**src/hdl/ladder_pkg.sv**
```systemverilog
package ladder_pkg;

	// default field, small enough for a cheap reference model
	localparam int field_w_default = 16;
	localparam int field_p_default = 65521;

	// curve constant, the sequencer reduces it mod P
	localparam int a24_value = 121665;

	////////////////////////////////////////////////////////////////////////////
	// one state per microcode line

	typedef enum logic [3:0] {
		st_idle        = 4'h0,
		st_select_done = 4'h1,
		st_a0          = 4'h2,
		st_b0_low      = 4'h3,
		st_b0_high     = 4'h4,
		st_b1_low      = 4'h5,
		st_b1_high     = 4'h6,
		st_c1          = 4'h7,
		st_r           = 4'h8,
		st_t           = 4'h9,
		st_xb_low      = 4'ha,
		st_xb_high     = 4'hb,
		st_xn_low      = 4'hc,
		st_xn_high     = 4'hd
	} step_state_t;

	////////////////////////////////////////////////////////////////////////////
	// temporary registers, lo is x and hi is z of a pair

	typedef enum logic [4:0] {
		reg_xzmb_lo  = 5'h00,
		reg_xzmb_hi  = 5'h01,
		reg_xzm1b_lo = 5'h02,
		reg_xzm1b_hi = 5'h03,
		reg_a0_lo    = 5'h04,
		reg_a0_hi    = 5'h05,
		reg_a1_lo    = 5'h06,
		reg_a1_hi    = 5'h07,
		reg_b0_lo    = 5'h08,
		reg_b0_hi    = 5'h09,
		reg_b1_lo    = 5'h0a,
		reg_b1_hi    = 5'h0b,
		reg_c1_lo    = 5'h0c,
		reg_c1_hi    = 5'h0d,
		reg_r        = 5'h0e,
		reg_s        = 5'h0f,
		reg_t        = 5'h10,
		reg_u        = 5'h11,
		reg_xznb_lo  = 5'h12,
		reg_xznb_hi  = 5'h13,
		reg_xzn1b_lo = 5'h14,
		reg_xzn1b_hi = 5'h15,
		// read only from here on
		reg_a24      = 5'h16,
		reg_zero     = 5'h17,
		reg_work     = 5'h18
	} reg_id_t;

	// one microcode line
	typedef struct packed {
		logic        swap_en;
		logic        as_en;
		logic        mul_en;
		reg_id_t     as_a;
		reg_id_t     as_b;
		reg_id_t     mul_a;
		reg_id_t     mul_b;
		reg_id_t     sum_dst;
		reg_id_t     diff_dst;
		reg_id_t     prod_dst;
		logic        next_on_as;
		logic        next_on_mul;
		logic        next_on_swap;
		step_state_t next;
	} ucode_t;

endpackage

```
**src/hdl/field_addsub.sv**
```systemverilog
`timescale 1ns/10ps

module field_addsub #(
	parameter int W = ladder_pkg::field_w_default,
	parameter int P = ladder_pkg::field_p_default
) (
	input  logic         clk,
	input  logic         rst_n,
	input  logic         start,
	input  logic [W-1:0] a,
	input  logic [W-1:0] b,
	output logic         done,
	output logic [W-1:0] sum,
	output logic [W-1:0] diff
);

	// one spare bit for carry and borrow
	localparam logic [W:0] p_ext = (W+1)'(P);

	logic [W:0]   raw_sum;
	logic [W:0]   raw_diff;
	logic [W-1:0] sum_mod;
	logic [W-1:0] diff_mod;

	always_comb begin
		raw_sum  = {1'b0, a} + {1'b0, b};
		// a+b < 2P, so one subtraction is enough
		sum_mod  = (raw_sum >= p_ext) ? W'(raw_sum - p_ext) : raw_sum[W-1:0];
		raw_diff = {1'b0, a} - {1'b0, b};
		// borrow out means a < b, fold P back in
		diff_mod = raw_diff[W] ? W'(raw_diff + p_ext) : raw_diff[W-1:0];
	end

	always_ff @(posedge clk) begin
		if (!rst_n)
			done <= 1'b0;
		else
			done <= start;
	end

	// results hold until the next start
	always_ff @(posedge clk) begin
		if (start) begin
			sum  <= sum_mod;
			diff <= diff_mod;
		end
	end

endmodule

```
**src/hdl/field_mult.sv**
```systemverilog
`timescale 1ns/10ps

module field_mult #(
	parameter int W = ladder_pkg::field_w_default,
	parameter int P = ladder_pkg::field_p_default
) (
	input  logic         clk,
	input  logic         rst_n,
	input  logic         start,
	input  logic [W-1:0] a,
	input  logic [W-1:0] b,
	output logic         done,
	output logic [W-1:0] prod
);

	localparam int cnt_w = $clog2(W + 1);
	// two spare bits, doubling then adding stays below 4P
	localparam logic [W+1:0] p_ext = (W+2)'(P);

	logic [W-1:0]     a_r;
	logic [W-1:0]     b_r;
	logic [W-1:0]     acc;
	logic [cnt_w-1:0] cnt;
	logic             busy;
	logic [W+1:0]     dbl;
	logic [W+1:0]     dbl_red;
	logic [W+1:0]     add;
	logic [W+1:0]     add_red;

	// one horner step, msb of b first
	always_comb begin
		dbl     = {1'b0, acc, 1'b0};
		dbl_red = (dbl >= p_ext) ? dbl - p_ext : dbl;
		add     = dbl_red + (b_r[W-1] ? {2'b00, a_r} : '0);
		add_red = (add >= p_ext) ? add - p_ext : add;
	end

	////////////////////////////////////////////////////////////////////////////
	// bit counter, W steps after the start cycle

	always_ff @(posedge clk) begin
		if (!rst_n) begin
			busy <= 1'b0;
			cnt  <= '0;
			done <= 1'b0;
		end else begin
			done <= 1'b0;
			if (start) begin
				busy <= 1'b1;
				cnt  <= cnt_w'(W);
			end else if (busy) begin
				cnt <= cnt - 1'b1;
				// last bit goes in this cycle
				if (cnt == cnt_w'(1)) begin
					busy <= 1'b0;
					done <= 1'b1;
				end
			end
		end
	end

	// operands and accumulator
	always_ff @(posedge clk) begin
		if (start) begin
			a_r <= a;
			b_r <= b;
			acc <= '0;
		end else if (busy) begin
			acc <= add_red[W-1:0];
			b_r <= b_r << 1;
		end
	end

	// accumulator holds the product after done
	assign prod = acc;

endmodule

```
**src/hdl/ladder_sequencer.sv**
```systemverilog
`timescale 1ns/10ps

module ladder_sequencer #(
	parameter int W = ladder_pkg::field_w_default,
	parameter int P = ladder_pkg::field_p_default
) (
	input  logic         clk,
	input  logic         rst_n,
	input  logic         en,
	input  logic [W-1:0] x_m,
	input  logic [W-1:0] z_m,
	input  logic [W-1:0] x_m1,
	input  logic [W-1:0] z_m1,
	input  logic [W-1:0] work,
	output logic         swap_start,
	output logic [W-1:0] swap_r_x,
	output logic [W-1:0] swap_r_z,
	output logic [W-1:0] swap_s_x,
	output logic [W-1:0] swap_s_z,
	output logic         as_start,
	output logic [W-1:0] as_a,
	output logic [W-1:0] as_b,
	output logic         mul_start,
	output logic [W-1:0] mul_a,
	output logic [W-1:0] mul_b,
	input  logic         as_done,
	input  logic [W-1:0] sum,
	input  logic [W-1:0] diff,
	input  logic         mul_done,
	input  logic [W-1:0] prod,
	input  logic         swap_done,
	input  logic [W-1:0] p_x,
	input  logic [W-1:0] p_z,
	input  logic [W-1:0] q_x,
	input  logic [W-1:0] q_z,
	output logic         out_valid,
	output logic [W-1:0] x_n,
	output logic [W-1:0] z_n,
	output logic [W-1:0] x_n1,
	output logic [W-1:0] z_n1
);

	localparam int n_wr = int'(ladder_pkg::reg_xzn1b_hi) + 1;
	localparam logic [W-1:0] a24_mod = W'(ladder_pkg::a24_value % P);

	ladder_pkg::step_state_t state;
	ladder_pkg::ucode_t      line;
	logic [W-1:0]            regs [n_wr];
	logic                    advancing;
	logic                    advancing_ff;
	logic                    load_pend;
	logic                    accept;

	// register file read, constants decoded here
	function automatic logic [W-1:0] rd(input ladder_pkg::reg_id_t id);
		case (id)
			ladder_pkg::reg_a24:  return a24_mod;
			ladder_pkg::reg_zero: return '0;
			ladder_pkg::reg_work: return work;
			default:              return regs[id];
		endcase
	endfunction

	function automatic logic writable(input ladder_pkg::reg_id_t id);
		return id <= ladder_pkg::reg_xzn1b_hi;
	endfunction

	////////////////////////////////////////////////////////////////////////////
	// microcode rom, nacl mainloop order

	always_comb begin
		// idle, wait for the input swap
		line = {3'b000, ladder_pkg::reg_zero, ladder_pkg::reg_zero, ladder_pkg::reg_zero,
			ladder_pkg::reg_zero, ladder_pkg::reg_zero, ladder_pkg::reg_zero,
			ladder_pkg::reg_zero, 3'b001, ladder_pkg::st_select_done};
		case (state)
			// a0 = xzmb_lo +/- xzmb_hi
			ladder_pkg::st_select_done: line = {3'b010,
				ladder_pkg::reg_xzmb_lo, ladder_pkg::reg_xzmb_hi, ladder_pkg::reg_zero,
				ladder_pkg::reg_zero, ladder_pkg::reg_a0_lo, ladder_pkg::reg_a0_hi,
				ladder_pkg::reg_zero, 3'b100, ladder_pkg::st_a0};
			// a1 in parallel with a0_lo squared
			ladder_pkg::st_a0: line = {3'b011,
				ladder_pkg::reg_xzm1b_lo, ladder_pkg::reg_xzm1b_hi, ladder_pkg::reg_a0_lo,
				ladder_pkg::reg_a0_lo, ladder_pkg::reg_a1_lo, ladder_pkg::reg_a1_hi,
				ladder_pkg::reg_b0_lo, 3'b010, ladder_pkg::st_b0_low};
			ladder_pkg::st_b0_low: line = {3'b001,
				ladder_pkg::reg_zero, ladder_pkg::reg_zero, ladder_pkg::reg_a0_hi,
				ladder_pkg::reg_a0_hi, ladder_pkg::reg_zero, ladder_pkg::reg_zero,
				ladder_pkg::reg_b0_hi, 3'b010, ladder_pkg::st_b0_high};
			// cross products into b1
			ladder_pkg::st_b0_high: line = {3'b001,
				ladder_pkg::reg_zero, ladder_pkg::reg_zero, ladder_pkg::reg_a1_lo,
				ladder_pkg::reg_a0_hi, ladder_pkg::reg_zero, ladder_pkg::reg_zero,
				ladder_pkg::reg_b1_lo, 3'b010, ladder_pkg::st_b1_low};
			ladder_pkg::st_b1_low: line = {3'b001,
				ladder_pkg::reg_zero, ladder_pkg::reg_zero, ladder_pkg::reg_a1_hi,
				ladder_pkg::reg_a0_lo, ladder_pkg::reg_zero, ladder_pkg::reg_zero,
				ladder_pkg::reg_b1_hi, 3'b010, ladder_pkg::st_b1_high};
			ladder_pkg::st_b1_high: line = {3'b010,
				ladder_pkg::reg_b1_lo, ladder_pkg::reg_b1_hi, ladder_pkg::reg_zero,
				ladder_pkg::reg_zero, ladder_pkg::reg_c1_lo, ladder_pkg::reg_c1_hi,
				ladder_pkg::reg_zero, 3'b100, ladder_pkg::st_c1};
			// s = b0_lo - b0_hi, sum thrown away; r = c1_hi squared
			ladder_pkg::st_c1: line = {3'b011,
				ladder_pkg::reg_b0_lo, ladder_pkg::reg_b0_hi, ladder_pkg::reg_c1_hi,
				ladder_pkg::reg_c1_hi, ladder_pkg::reg_zero, ladder_pkg::reg_s,
				ladder_pkg::reg_r, 3'b010, ladder_pkg::st_r};
			ladder_pkg::st_r: line = {3'b001,
				ladder_pkg::reg_zero, ladder_pkg::reg_zero, ladder_pkg::reg_s,
				ladder_pkg::reg_a24, ladder_pkg::reg_zero, ladder_pkg::reg_zero,
				ladder_pkg::reg_t, 3'b010, ladder_pkg::st_t};
			// u = t + b0_lo alongside b0_lo * b0_hi
			ladder_pkg::st_t: line = {3'b011,
				ladder_pkg::reg_t, ladder_pkg::reg_b0_lo, ladder_pkg::reg_b0_lo,
				ladder_pkg::reg_b0_hi, ladder_pkg::reg_u, ladder_pkg::reg_zero,
				ladder_pkg::reg_xznb_lo, 3'b010, ladder_pkg::st_xb_low};
			ladder_pkg::st_xb_low: line = {3'b001,
				ladder_pkg::reg_zero, ladder_pkg::reg_zero, ladder_pkg::reg_s,
				ladder_pkg::reg_u, ladder_pkg::reg_zero, ladder_pkg::reg_zero,
				ladder_pkg::reg_xznb_hi, 3'b010, ladder_pkg::st_xb_high};
			ladder_pkg::st_xb_high: line = {3'b001,
				ladder_pkg::reg_zero, ladder_pkg::reg_zero, ladder_pkg::reg_c1_lo,
				ladder_pkg::reg_c1_lo, ladder_pkg::reg_zero, ladder_pkg::reg_zero,
				ladder_pkg::reg_xzn1b_lo, 3'b010, ladder_pkg::st_xn_low};
			ladder_pkg::st_xn_low: line = {3'b001,
				ladder_pkg::reg_zero, ladder_pkg::reg_zero, ladder_pkg::reg_r,
				ladder_pkg::reg_work, ladder_pkg::reg_zero, ladder_pkg::reg_zero,
				ladder_pkg::reg_xzn1b_hi, 3'b010, ladder_pkg::st_xn_high};
			// swap back, results go out
			ladder_pkg::st_xn_high: line = {3'b100,
				ladder_pkg::reg_zero, ladder_pkg::reg_zero, ladder_pkg::reg_zero,
				ladder_pkg::reg_zero, ladder_pkg::reg_zero, ladder_pkg::reg_zero,
				ladder_pkg::reg_zero, 3'b001, ladder_pkg::st_idle};
			default: ;
		endcase

		advancing = (as_done && line.next_on_as) || (mul_done && line.next_on_mul) ||
			(swap_done && line.next_on_swap);
		// one load at a time, en elsewhere is dropped
		accept = en && (state == ladder_pkg::st_idle) && !load_pend;
	end

	////////////////////////////////////////////////////////////////////////////
	// state, write back, start strobes

	always_ff @(posedge clk) begin
		if (!rst_n) begin
			state        <= ladder_pkg::st_idle;
			advancing_ff <= 1'b0;
			load_pend    <= 1'b0;
			swap_start   <= 1'b0;
			as_start     <= 1'b0;
			mul_start    <= 1'b0;
			out_valid    <= 1'b0;
			x_n          <= '0;
			z_n          <= '0;
			x_n1         <= '0;
			z_n1         <= '0;
			for (int i = 0; i < n_wr; i++)
				regs[i] <= '0;
		end else begin
			swap_start   <= 1'b0;
			as_start     <= 1'b0;
			mul_start    <= 1'b0;
			out_valid    <= 1'b0;
			advancing_ff <= advancing;

			// results land where the current line says
			if (as_done && writable(line.sum_dst))
				regs[line.sum_dst] <= sum;
			if (as_done && writable(line.diff_dst))
				regs[line.diff_dst] <= diff;
			if (mul_done && writable(line.prod_dst))
				regs[line.prod_dst] <= prod;

			if (swap_done) begin
				if (state == ladder_pkg::st_idle) begin
					regs[ladder_pkg::reg_xzmb_lo]  <= p_x;
					regs[ladder_pkg::reg_xzmb_hi]  <= p_z;
					regs[ladder_pkg::reg_xzm1b_lo] <= q_x;
					regs[ladder_pkg::reg_xzm1b_hi] <= q_z;
					load_pend                      <= 1'b0;
				end else if (state == ladder_pkg::st_xn_high) begin
					x_n       <= p_x;
					z_n       <= p_z;
					x_n1      <= q_x;
					z_n1      <= q_z;
					out_valid <= 1'b1;
				end
			end

			if (advancing)
				state <= line.next;
			// new line is live, kick its units
			if (advancing_ff) begin
				swap_start <= line.swap_en;
				as_start   <= line.as_en;
				mul_start  <= line.mul_en;
			end
			if (accept) begin
				swap_start <= 1'b1;
				load_pend  <= 1'b1;
			end
		end
	end

	// operand latch, one cycle after the advance
	always_ff @(posedge clk) begin
		if (advancing_ff) begin
			as_a  <= rd(line.as_a);
			as_b  <= rd(line.as_b);
			mul_a <= rd(line.mul_a);
			mul_b <= rd(line.mul_b);
		end
		if (advancing_ff && line.swap_en) begin
			swap_r_x <= rd(ladder_pkg::reg_xznb_lo);
			swap_r_z <= rd(ladder_pkg::reg_xznb_hi);
			swap_s_x <= rd(ladder_pkg::reg_xzn1b_lo);
			swap_s_z <= rd(ladder_pkg::reg_xzn1b_hi);
		end
		// input pairs go through the swap first
		if (accept) begin
			swap_r_x <= x_m;
			swap_r_z <= z_m;
			swap_s_x <= x_m1;
			swap_s_z <= z_m1;
		end
	end

endmodule

```
**src/hdl/ladder_step.sv**
```systemverilog
`timescale 1ns/10ps

module ladder_step #(
	parameter int W = ladder_pkg::field_w_default,
	parameter int P = ladder_pkg::field_p_default
) (
	input  logic         clk,
	input  logic         rst_n,
	input  logic         en,
	input  logic         b,
	input  logic [W-1:0] x_m,
	input  logic [W-1:0] z_m,
	input  logic [W-1:0] x_m1,
	input  logic [W-1:0] z_m1,
	input  logic [W-1:0] work,
	output logic         out_valid,
	output logic [W-1:0] x_n,
	output logic [W-1:0] z_n,
	output logic [W-1:0] x_n1,
	output logic [W-1:0] z_n1
);

	////////////////////////////////////////////////////////////////////////////
	// shared unit strobes and operands

	logic         swap_start;
	logic [W-1:0] swap_r_x;
	logic [W-1:0] swap_r_z;
	logic [W-1:0] swap_s_x;
	logic [W-1:0] swap_s_z;
	logic         as_start;
	logic [W-1:0] as_a;
	logic [W-1:0] as_b;
	logic         mul_start;
	logic [W-1:0] mul_a;
	logic [W-1:0] mul_b;

	// unit results back to the sequencer
	logic         as_done;
	logic [W-1:0] sum;
	logic [W-1:0] diff;
	logic         mul_done;
	logic [W-1:0] prod;
	logic         swap_done;
	logic [W-1:0] p_x;
	logic [W-1:0] p_z;
	logic [W-1:0] q_x;
	logic [W-1:0] q_z;

	ladder_sequencer #(.W(W), .P(P)) u_seq (
		.clk(clk), .rst_n(rst_n), .en(en),
		.x_m(x_m), .z_m(z_m), .x_m1(x_m1), .z_m1(z_m1), .work(work),
		.swap_start(swap_start), .swap_r_x(swap_r_x), .swap_r_z(swap_r_z),
		.swap_s_x(swap_s_x), .swap_s_z(swap_s_z),
		.as_start(as_start), .as_a(as_a), .as_b(as_b),
		.mul_start(mul_start), .mul_a(mul_a), .mul_b(mul_b),
		.as_done(as_done), .sum(sum), .diff(diff),
		.mul_done(mul_done), .prod(prod),
		.swap_done(swap_done), .p_x(p_x), .p_z(p_z), .q_x(q_x), .q_z(q_z),
		.out_valid(out_valid), .x_n(x_n), .z_n(z_n), .x_n1(x_n1), .z_n1(z_n1)
	);

	field_addsub #(.W(W), .P(P)) u_addsub (
		.clk(clk), .rst_n(rst_n), .start(as_start), .a(as_a), .b(as_b),
		.done(as_done), .sum(sum), .diff(diff)
	);

	field_mult #(.W(W), .P(P)) u_mult (
		.clk(clk), .rst_n(rst_n), .start(mul_start), .a(mul_a), .b(mul_b),
		.done(mul_done), .prod(prod)
	);

	// key bit straight to the swap, both swaps of a step use it
	point_swap #(.W(W)) u_swap (
		.clk(clk), .rst_n(rst_n), .start(swap_start), .b(b),
		.r_x(swap_r_x), .r_z(swap_r_z), .s_x(swap_s_x), .s_z(swap_s_z),
		.done(swap_done), .p_x(p_x), .p_z(p_z), .q_x(q_x), .q_z(q_z)
	);

endmodule

```
**src/hdl/point_swap.sv**
```systemverilog
`timescale 1ns/10ps

module point_swap #(
	parameter int W = ladder_pkg::field_w_default
) (
	input  logic         clk,
	input  logic         rst_n,
	input  logic         start,
	input  logic         b,
	input  logic [W-1:0] r_x,
	input  logic [W-1:0] r_z,
	input  logic [W-1:0] s_x,
	input  logic [W-1:0] s_z,
	output logic         done,
	output logic [W-1:0] p_x,
	output logic [W-1:0] p_z,
	output logic [W-1:0] q_x,
	output logic [W-1:0] q_z
);

	// key bit spread over a word, no branch on b
	logic [W-1:0] mask;

	assign mask = {W{b}};

	always_ff @(posedge clk) begin
		if (!rst_n)
			done <= 1'b0;
		else
			done <= start;
	end

	// p gets s when b is set, q gets the other one
	always_ff @(posedge clk) begin
		if (start) begin
			p_x <= (r_x & ~mask) | (s_x & mask);
			p_z <= (r_z & ~mask) | (s_z & mask);
			q_x <= (s_x & ~mask) | (r_x & mask);
			q_z <= (s_z & ~mask) | (r_z & mask);
		end
	end

endmodule

```
**config.mk**
```make
export PLATFORM = sky130hd
export DESIGN_NAME = ladder_step
export DESIGN_NICKNAME = d
export VERILOG_FILES = /design/src/hdl/ladder_pkg.sv /design/src/hdl/field_addsub.sv /design/src/hdl/field_mult.sv /design/src/hdl/ladder_sequencer.sv /design/src/hdl/ladder_step.sv /design/src/hdl/point_swap.sv
export SDC_FILE = /design/constraint.sdc
export NUM_CORES = 2
export LEC_CHECK = 0
export BUFFER_PORTS_ARGS = -buffer_cell sky130_fd_sc_hd__buf_2
export CORE_ASPECT_RATIO = 0.9
export CORE_MARGIN = 2
export CORE_UTILIZATION = 56
export CTS_CLUSTER_DIAMETER = 80
export DETAILED_ROUTE_END_ITERATION = 6
export PLACE_DENSITY = 0.76
export REMOVE_ABC_BUFFERS = 1
export SKIP_LAST_GASP = 1
export SLEW_MARGIN = 0
export SYNTH_ARGS = -nofsm -noshare
export SYNTH_HDL_FRONTEND = slang
export SYNTH_HIERARCHICAL = 1
export SYNTH_SLANG_ARGS = --single-unit
```
**constraint.sdc**
```tcl
create_clock -name clk -period 4.6 [get_ports clk]
set_input_delay 0.23 -clock clk [delete_from_list [all_inputs] [get_ports clk]]
set_output_delay 0.23 -clock clk [all_outputs]
set_load 0.02 [all_outputs]
```
== Word level (Yosys, flattened, before mapping) ==
Memories as Yosys holds them, arrays and structs flattened.
Index checks and enable logic that the tools add are counted.

* Bits in registers: 355
* Bits in writable memories: 352
* Input port bits: 84
* Output and inout port bits: 65
* Word-level logic and storage cells: 181
* Memories: 1

* Add/sub/neg operators: 8
* $lt $le $gt $ge: 6
* Eq/ne operators: 26
* Multiplexer cells: 59
* Bitwise gates (word level): 21
* Reductions and logical operators: 26

{| class="wikitable"
|+ Memories
! name !! depth !! width !! rd ports !! clocked after Yosys merged registers in !! write ports !! RTL line !! RTL
|-
| u_seq.regs || 22 || 16 || 8 || 0 || 22 || ladder_sequencer.sv:48 || <nowiki>logic [W-1:0] regs [n_wr];</nowiki>
|}

{| class="wikitable"
|+ Operators with widths
! kind !! count
|-
| one-hot mux 45 bit (13 select lines) || 1
|-
| 2-to-1 mux 16 bit || 21
|-
| one-hot mux 16 bit (3 select lines) || 4
|-
| bitwise AND 16 bit || 8
|-
| bitwise OR 16 bit || 4
|-
| equality test 5 bit, second input constant || 12
|-
| OR reduction 16 bit || 3
|-
| >= comparator 17 x 16 -> 1 bit, second input constant || 2
|-
| subtractor 16 bit, second input constant || 2
|-
| 2-to-1 mux 1 bit || 27
|-
| 2-to-1 mux 5 bit || 5
|-
| equality test 4 bit, second input constant || 6
|-
| adder 18 x 16 -> 18 bit || 1
|-
| >= comparator 18 x 16 -> 1 bit, second input constant || 1
|-
| 2-to-1 mux 18 bit || 1
|-
| subtractor 17 x 16 -> 18 bit, second input constant || 1
|-
| adder 16 x 16 -> 17 bit || 1
|-
| subtractor 16 x 16 -> 17 bit || 1
|-
| adder 16 bit, second input constant || 1
|-
| equality test 4 x 3 -> 1 bit, second input constant || 4
|-
| NOT 16 bit || 1
|-
| <= comparator 5 bit, second input constant || 3
|-
| logical AND 1 bit || 9
|-
| equality test 4 x 2 -> 1 bit, second input constant || 2
|-
| 13 further kinds || 25
|}

== Depth between registers and ports, before layout ==
* Depth after elaboration: 9
* Mapped depth: 20
* Depth with buffers taken out: 20

== Cells and area by module ==
Netlist, hierarchy kept.

{| class="wikitable"
|+ By module, submodules not included
! module !! instances !! cells an instance !! area each (sq um) !! seq. area each (sq um)
|-
| ladder_sequencer || 1 || 2,401 || 27,605.2 || 16,676.0
|-
| field_addsub || 1 || 437 || 3,875.0 || 980.9
|-
| field_mult || 1 || 399 || 3,856.2 || 1,421.4
|-
| point_swap || 1 || 137 || 3,025.4 || 1,941.9
|}

== Worst setup path before layout ==
No wires, ideal clock.

* Kind: register to register
* Start point: register u_mult.acc[3], in the netlist u_mult/prod[3]
* End point: register u_mult.acc[13], in the netlist u_mult/prod[13]
* Library setup time: 0.086 ns
* Arrival time: 4.638 ns
* Data required time: 4.514 ns
* Slack: -0.124 ns
* Stages on the path, launching flop included: 20
* Path buffers: 0
* Period minus slack after synthesis: 4.724 ns
* Cells stage by stage: dfxtp_1 > nand4_1 > nor3_1 > nand4_1 > nand2_1 > nand2b_1 > nor2_1 > xor2_1 > ha_1 > a21o_2 > a21o_2 > o211a_1 > nor4_4 > nand4_2 > nor4_4 > a41oi_4 > or2_1 > or4_1 > xnor2_1 > a211oi_1

* Longest elaborated chain between the ends: 5
* Elaborated cells between the ends (all ways): 7
* Those cells by class: add/sub: 3; order compare: 2; mux: 2

{| class="wikitable"
|+ RTL lines
! what !! RTL line !! RTL
|-
| from (decl) || field_mult.sv:22 || <nowiki>logic [W-1:0] acc;</nowiki>
|-
| from (signal assigned) || field_mult.sv:69 || <nowiki>acc <= add_red[W-1:0];</nowiki>
|-
| subtractor 17 x 16 -> 18 bit or >= comparator 17 x 16 -> 1 bit (tied branches) || field_mult.sv:33 || <nowiki>dbl_red = (dbl >= p_ext) ? dbl - p_ext : dbl;</nowiki>
|-
| 2-to-1 mux 18 bit * || field_mult.sv:33 ||
|-
| adder 18 x 16 -> 18 bit * || field_mult.sv:34 || <nowiki>add = dbl_red + (b_r[W-1] ? {2'b00, a_r} : '0);</nowiki>
|-
| subtractor 16 bit or >= comparator 18 x 16 -> 1 bit (tied branches) || field_mult.sv:35 || <nowiki>add_red = (add >= p_ext) ? add - p_ext : add;</nowiki>
|-
| 2-to-1 mux 16 bit * || field_mult.sv:35 ||
|}

Every way passes the cells marked *; elsewhere a longest branch is shown, timed or not.
A chain may end at the register's enable or synchronous reset.

== Worst setup path in the final report ==
* Start point: register u_mult.acc[6], in the netlist u_mult/prod[6]
* End point: register u_mult.acc[13], in the netlist u_mult/prod[13]

The elaborated chain is that of the path after synthesis.

==> results.md <==
- Synth Instances: 3,374
- Failing checks: design-rule violations, negative setup slack
- Top-count cell post-synth: edfxtp_1
- Switching power: 3380 uW
- Most flop-heavy register: u_seq/regs
- Switching part of the total power: 0.232
- First-pass GRT wire length: ~180 mm
- Logic gate share of total power: 0.068
- Number of flops mapped to enable cells by yosys: between 600 and 700
- Routed vias: a little under 30,000
- Crit path DAT: 5.15 ns
- Crit path max fanout: 4
- Worst Hold Class: input port to flop
- CTS tree: built
- Leak: 0.0162 uW
- Worst Hold Path Cells: 2
- Layout Skew: 0.0269 ns
- DRC Markers: 5
- Critical Path End Type: flop
- Gpl congestion: 1.00
- Run status: complete, but fails checks
- Placed Area: 40,200 sq um
- Synth Warn #: 6
- GRT overflow: 0
- Seq pwr share: 0.526
- DIE AREA: just over 70,000 sq um
- Detailed router's first-iteration violation count: 4,495
- CP peak stage delay: 0.42 ns
- Dpl hpwl: 85.6 mm
- Largest net degree at the start of global routing: 71
- Fraction of layout cells with a size suffix above 1: 0.200
- Vias in the first global route: 27,900
- Num CTS Buffers: 74
- Netlist Area Pre-Place: 38,400 sq um
- Final ANT Viol Nets: 0
- WP data required: 5.14 ns
- Setup TNS: -0.0171 ns
- Clock Tree Root: clkbuf_16
- Pins over their slew limit: 0
- Max H-tree Level: 3
- Final worst-path setup slack: -0.0171 ns
- Average routed wire per standard cell: about 27 um
- Peak VDD IR: 0.325 mV
- Maximum root-to-sink buffer count: 3
- Final #Nets: ~3,700
- PD cells: 335 nW/um^2
- Synth area leaders: edfxtp_1 50%, and2_1 6.0%, dfxtp_1 5.2%
- Avg Vias per Cell: approximately 6.5
- Max_cap viols: 0
- Crit start category: flop
- Largest area contributor in the netlist: edfxtp_1
- #FFs+latches synth: between 700 and 800
- Crit path time final: 4.62 ns
- Layout Cell Area excl Fill: 43,700 sq um
- Die W: 280 um
- Worst path cell trace: nand4_1 > nor3_2 > nand4_1 > nand2_2 > buf_6 > buf_4 > nand2_1 > xnor2_1 > ha_1 > o21ai_2 > o31ai_4 > o211ai_1 > nor3b_1 > or3_4 > nor4_4 > a41oi_4 > or2_1 > or4_1 > xnor2_1 > a211oi_1
- Seq/Total Area, Yosys: 0.548
- Post-synth top flop: edfxtp_1
- CP max-delay cell: or4_1
- Synth-to-Final Area Change: 13.8%
- Tot GR Track Use: 0.345
- # setup viols final: 1
- P_int: 11,200 uW
- Initial antenna violation count: 12
- Yosys top cell area share: 0.496
- Std cell rows: 91
- Post-route clock period utilization: 1.00
- Clock share of power: 0.406
- CP Class: flop to flop
- First-pass iteration count of the detailed router: 7
- Cell variety after synth: about 120
- Rel. slew slack: 0.136
- Unrepaired setup endpoints after global routing: yes
- Max reg flops: 378
- Post-synth top cells: 634 x edfxtp_1, 369 x and2_1, 305 x nand2_1
- Async set or reset register ratio after synthesis: 0
- Least-Margin Pin Slew: 1.30 ns
- I/O pin count: 149
- Max Freq: 0.217 GHz
- Port bufs: 148
- Starting density of the core: 0.562
- Clock-pin slew on the worst setup and hold paths: 0.06 ns
- Syn Area/Cell: 11.4 sq um
- Routed WL: 124 mm
- Fin. Hold Viols: 0
- Clk_lat worst skew: around 0.63 ns
- Core ar.: 68,200 sq um
- Worst R2R Path Depth: 20
- Die H: between 200 and 300 um
- Clock sinks: 733
-- cell usage in the layout (no fill, tap or decap), drive strengths merged, types with 36 or more instances in the layout --
cell type	instances
a21oi	255
o22ai	84
buf	319
dlygate4sd3	67
and2	370
inv	57
nand2	306
dfxtp	99
xnor2	45
nand2b	41
a211oi	48
and3	36
o21ai	130
nor2	167
mux2	174
ha	56
nor3	42
clkbuf	100
edfxtp	634
-- kinds of logic (layout without fill, tap and decap cells) --
logic type,Yosys count,in the layout,share of synthesized area
xor gates and xnor gates,76,76,0.0175
muxes,204,204,0.0649
other,1,36,0.0000978
buffers and inverters,326,578,0.0417
DFF,733,733,0.548
adders and majority gates,59,59,0.0198
and+or+nand+nor,1123,1123,0.157
AOI/OAI and AO/OA,852,852,0.151
-- layer usage --
metal / part of all wire / global-route usage / vias to the layer above
li1: - / - / 12900
met1: 0.37 / 0.459 / 14400
met2: 0.44 / 0.519 / 2090
met3: 0.14 / 0.104 / 392
met4: 0.050 / 0.164 / 4
met5: 0.00018 / 0 / -
-- power by group through the flow --
stage / logic [uW] / registers, uW / clock network [uW]
6_report: 996 / 7680 / 5940
2_1_floorplan: 590 / 7750 / 0
4_1_cts: 969 / 7670 / 5940
5_1_grt: 1050 / 7700 / 6210
3_5_place_dp: 919 / 7810 / 0
3_3_place_gp: 900 / 7800 / 0
-- path summary, 6_finish.rpt --
check,slack (ns),startpoint,endpoint
worst max register to register,-0.02,u_mult/prod[6],u_mult/prod[13]
worst max-delay path,-0.02,u_mult/prod[6],u_mult/prod[13]
worst min-delay path,0.08,rst_n,u_seq/advancing_ff
worst min register to register,0.42,u_seq/mul_a[10],u_mult/a_r[10]
-- critical path, delay by kind of cell (launching register included) --
family,cells,cell delay (ns)
AOI/OAI and AO/OA,5,0.90
and+or+nand+nor,10,2.48
buffers and inverters,2,0.23
DFF,1,0.32
xor gates and xnor gates,2,0.27
adders and majority gates,1,0.33
-- final cells by class --
| type | count | area (sq um) |
|---|---|---|
| diodes | 10 | 25.0 |
| clock buffers | 100 | 2030 |
| clock inverters | 36 | 343 |
| fillers | 5140 | 24500 |
| inverters | 56 | 213 |
| multi-input cells | 2340 | 16100 |
| flip-flops and latches | 733 | 21000 |
| well taps | 883 | 1100 |
| repair buffers | 386 | 2770 |
-- repair_timing --
action                     in CTS  in global routing
hold buffers                   67                  0
gates resized for setup         5                 50
setup endpoints to repair       3                 14
pin swaps                       1                 14
buffers inserted                1                 11
hold endpoints to repair       67                  0
-- metrics by stage --
step / cells / setup WS (ns) / hold slack [ns] / power (uW) / utilization
5_1_grt: 4536 / -0.174 / 0.0448 / 15000 / 0.640
4_1_cts: 4523 / 0.000236 / 0.0280 / 14600 / 0.635
2_1_floorplan: 3129 / -2.87 / 0.348 / 8340 / -
3_3_place_gp: 4319 / -0.0136 / 0.401 / 8700 / 0.590
3_5_place_dp: 4319 / -0.0893 / 0.405 / 8730 / 0.590
6_report: 4544 / -0.0171 / 0.0830 / 14600 / 0.640
Power figures use the tool's default switching activity.
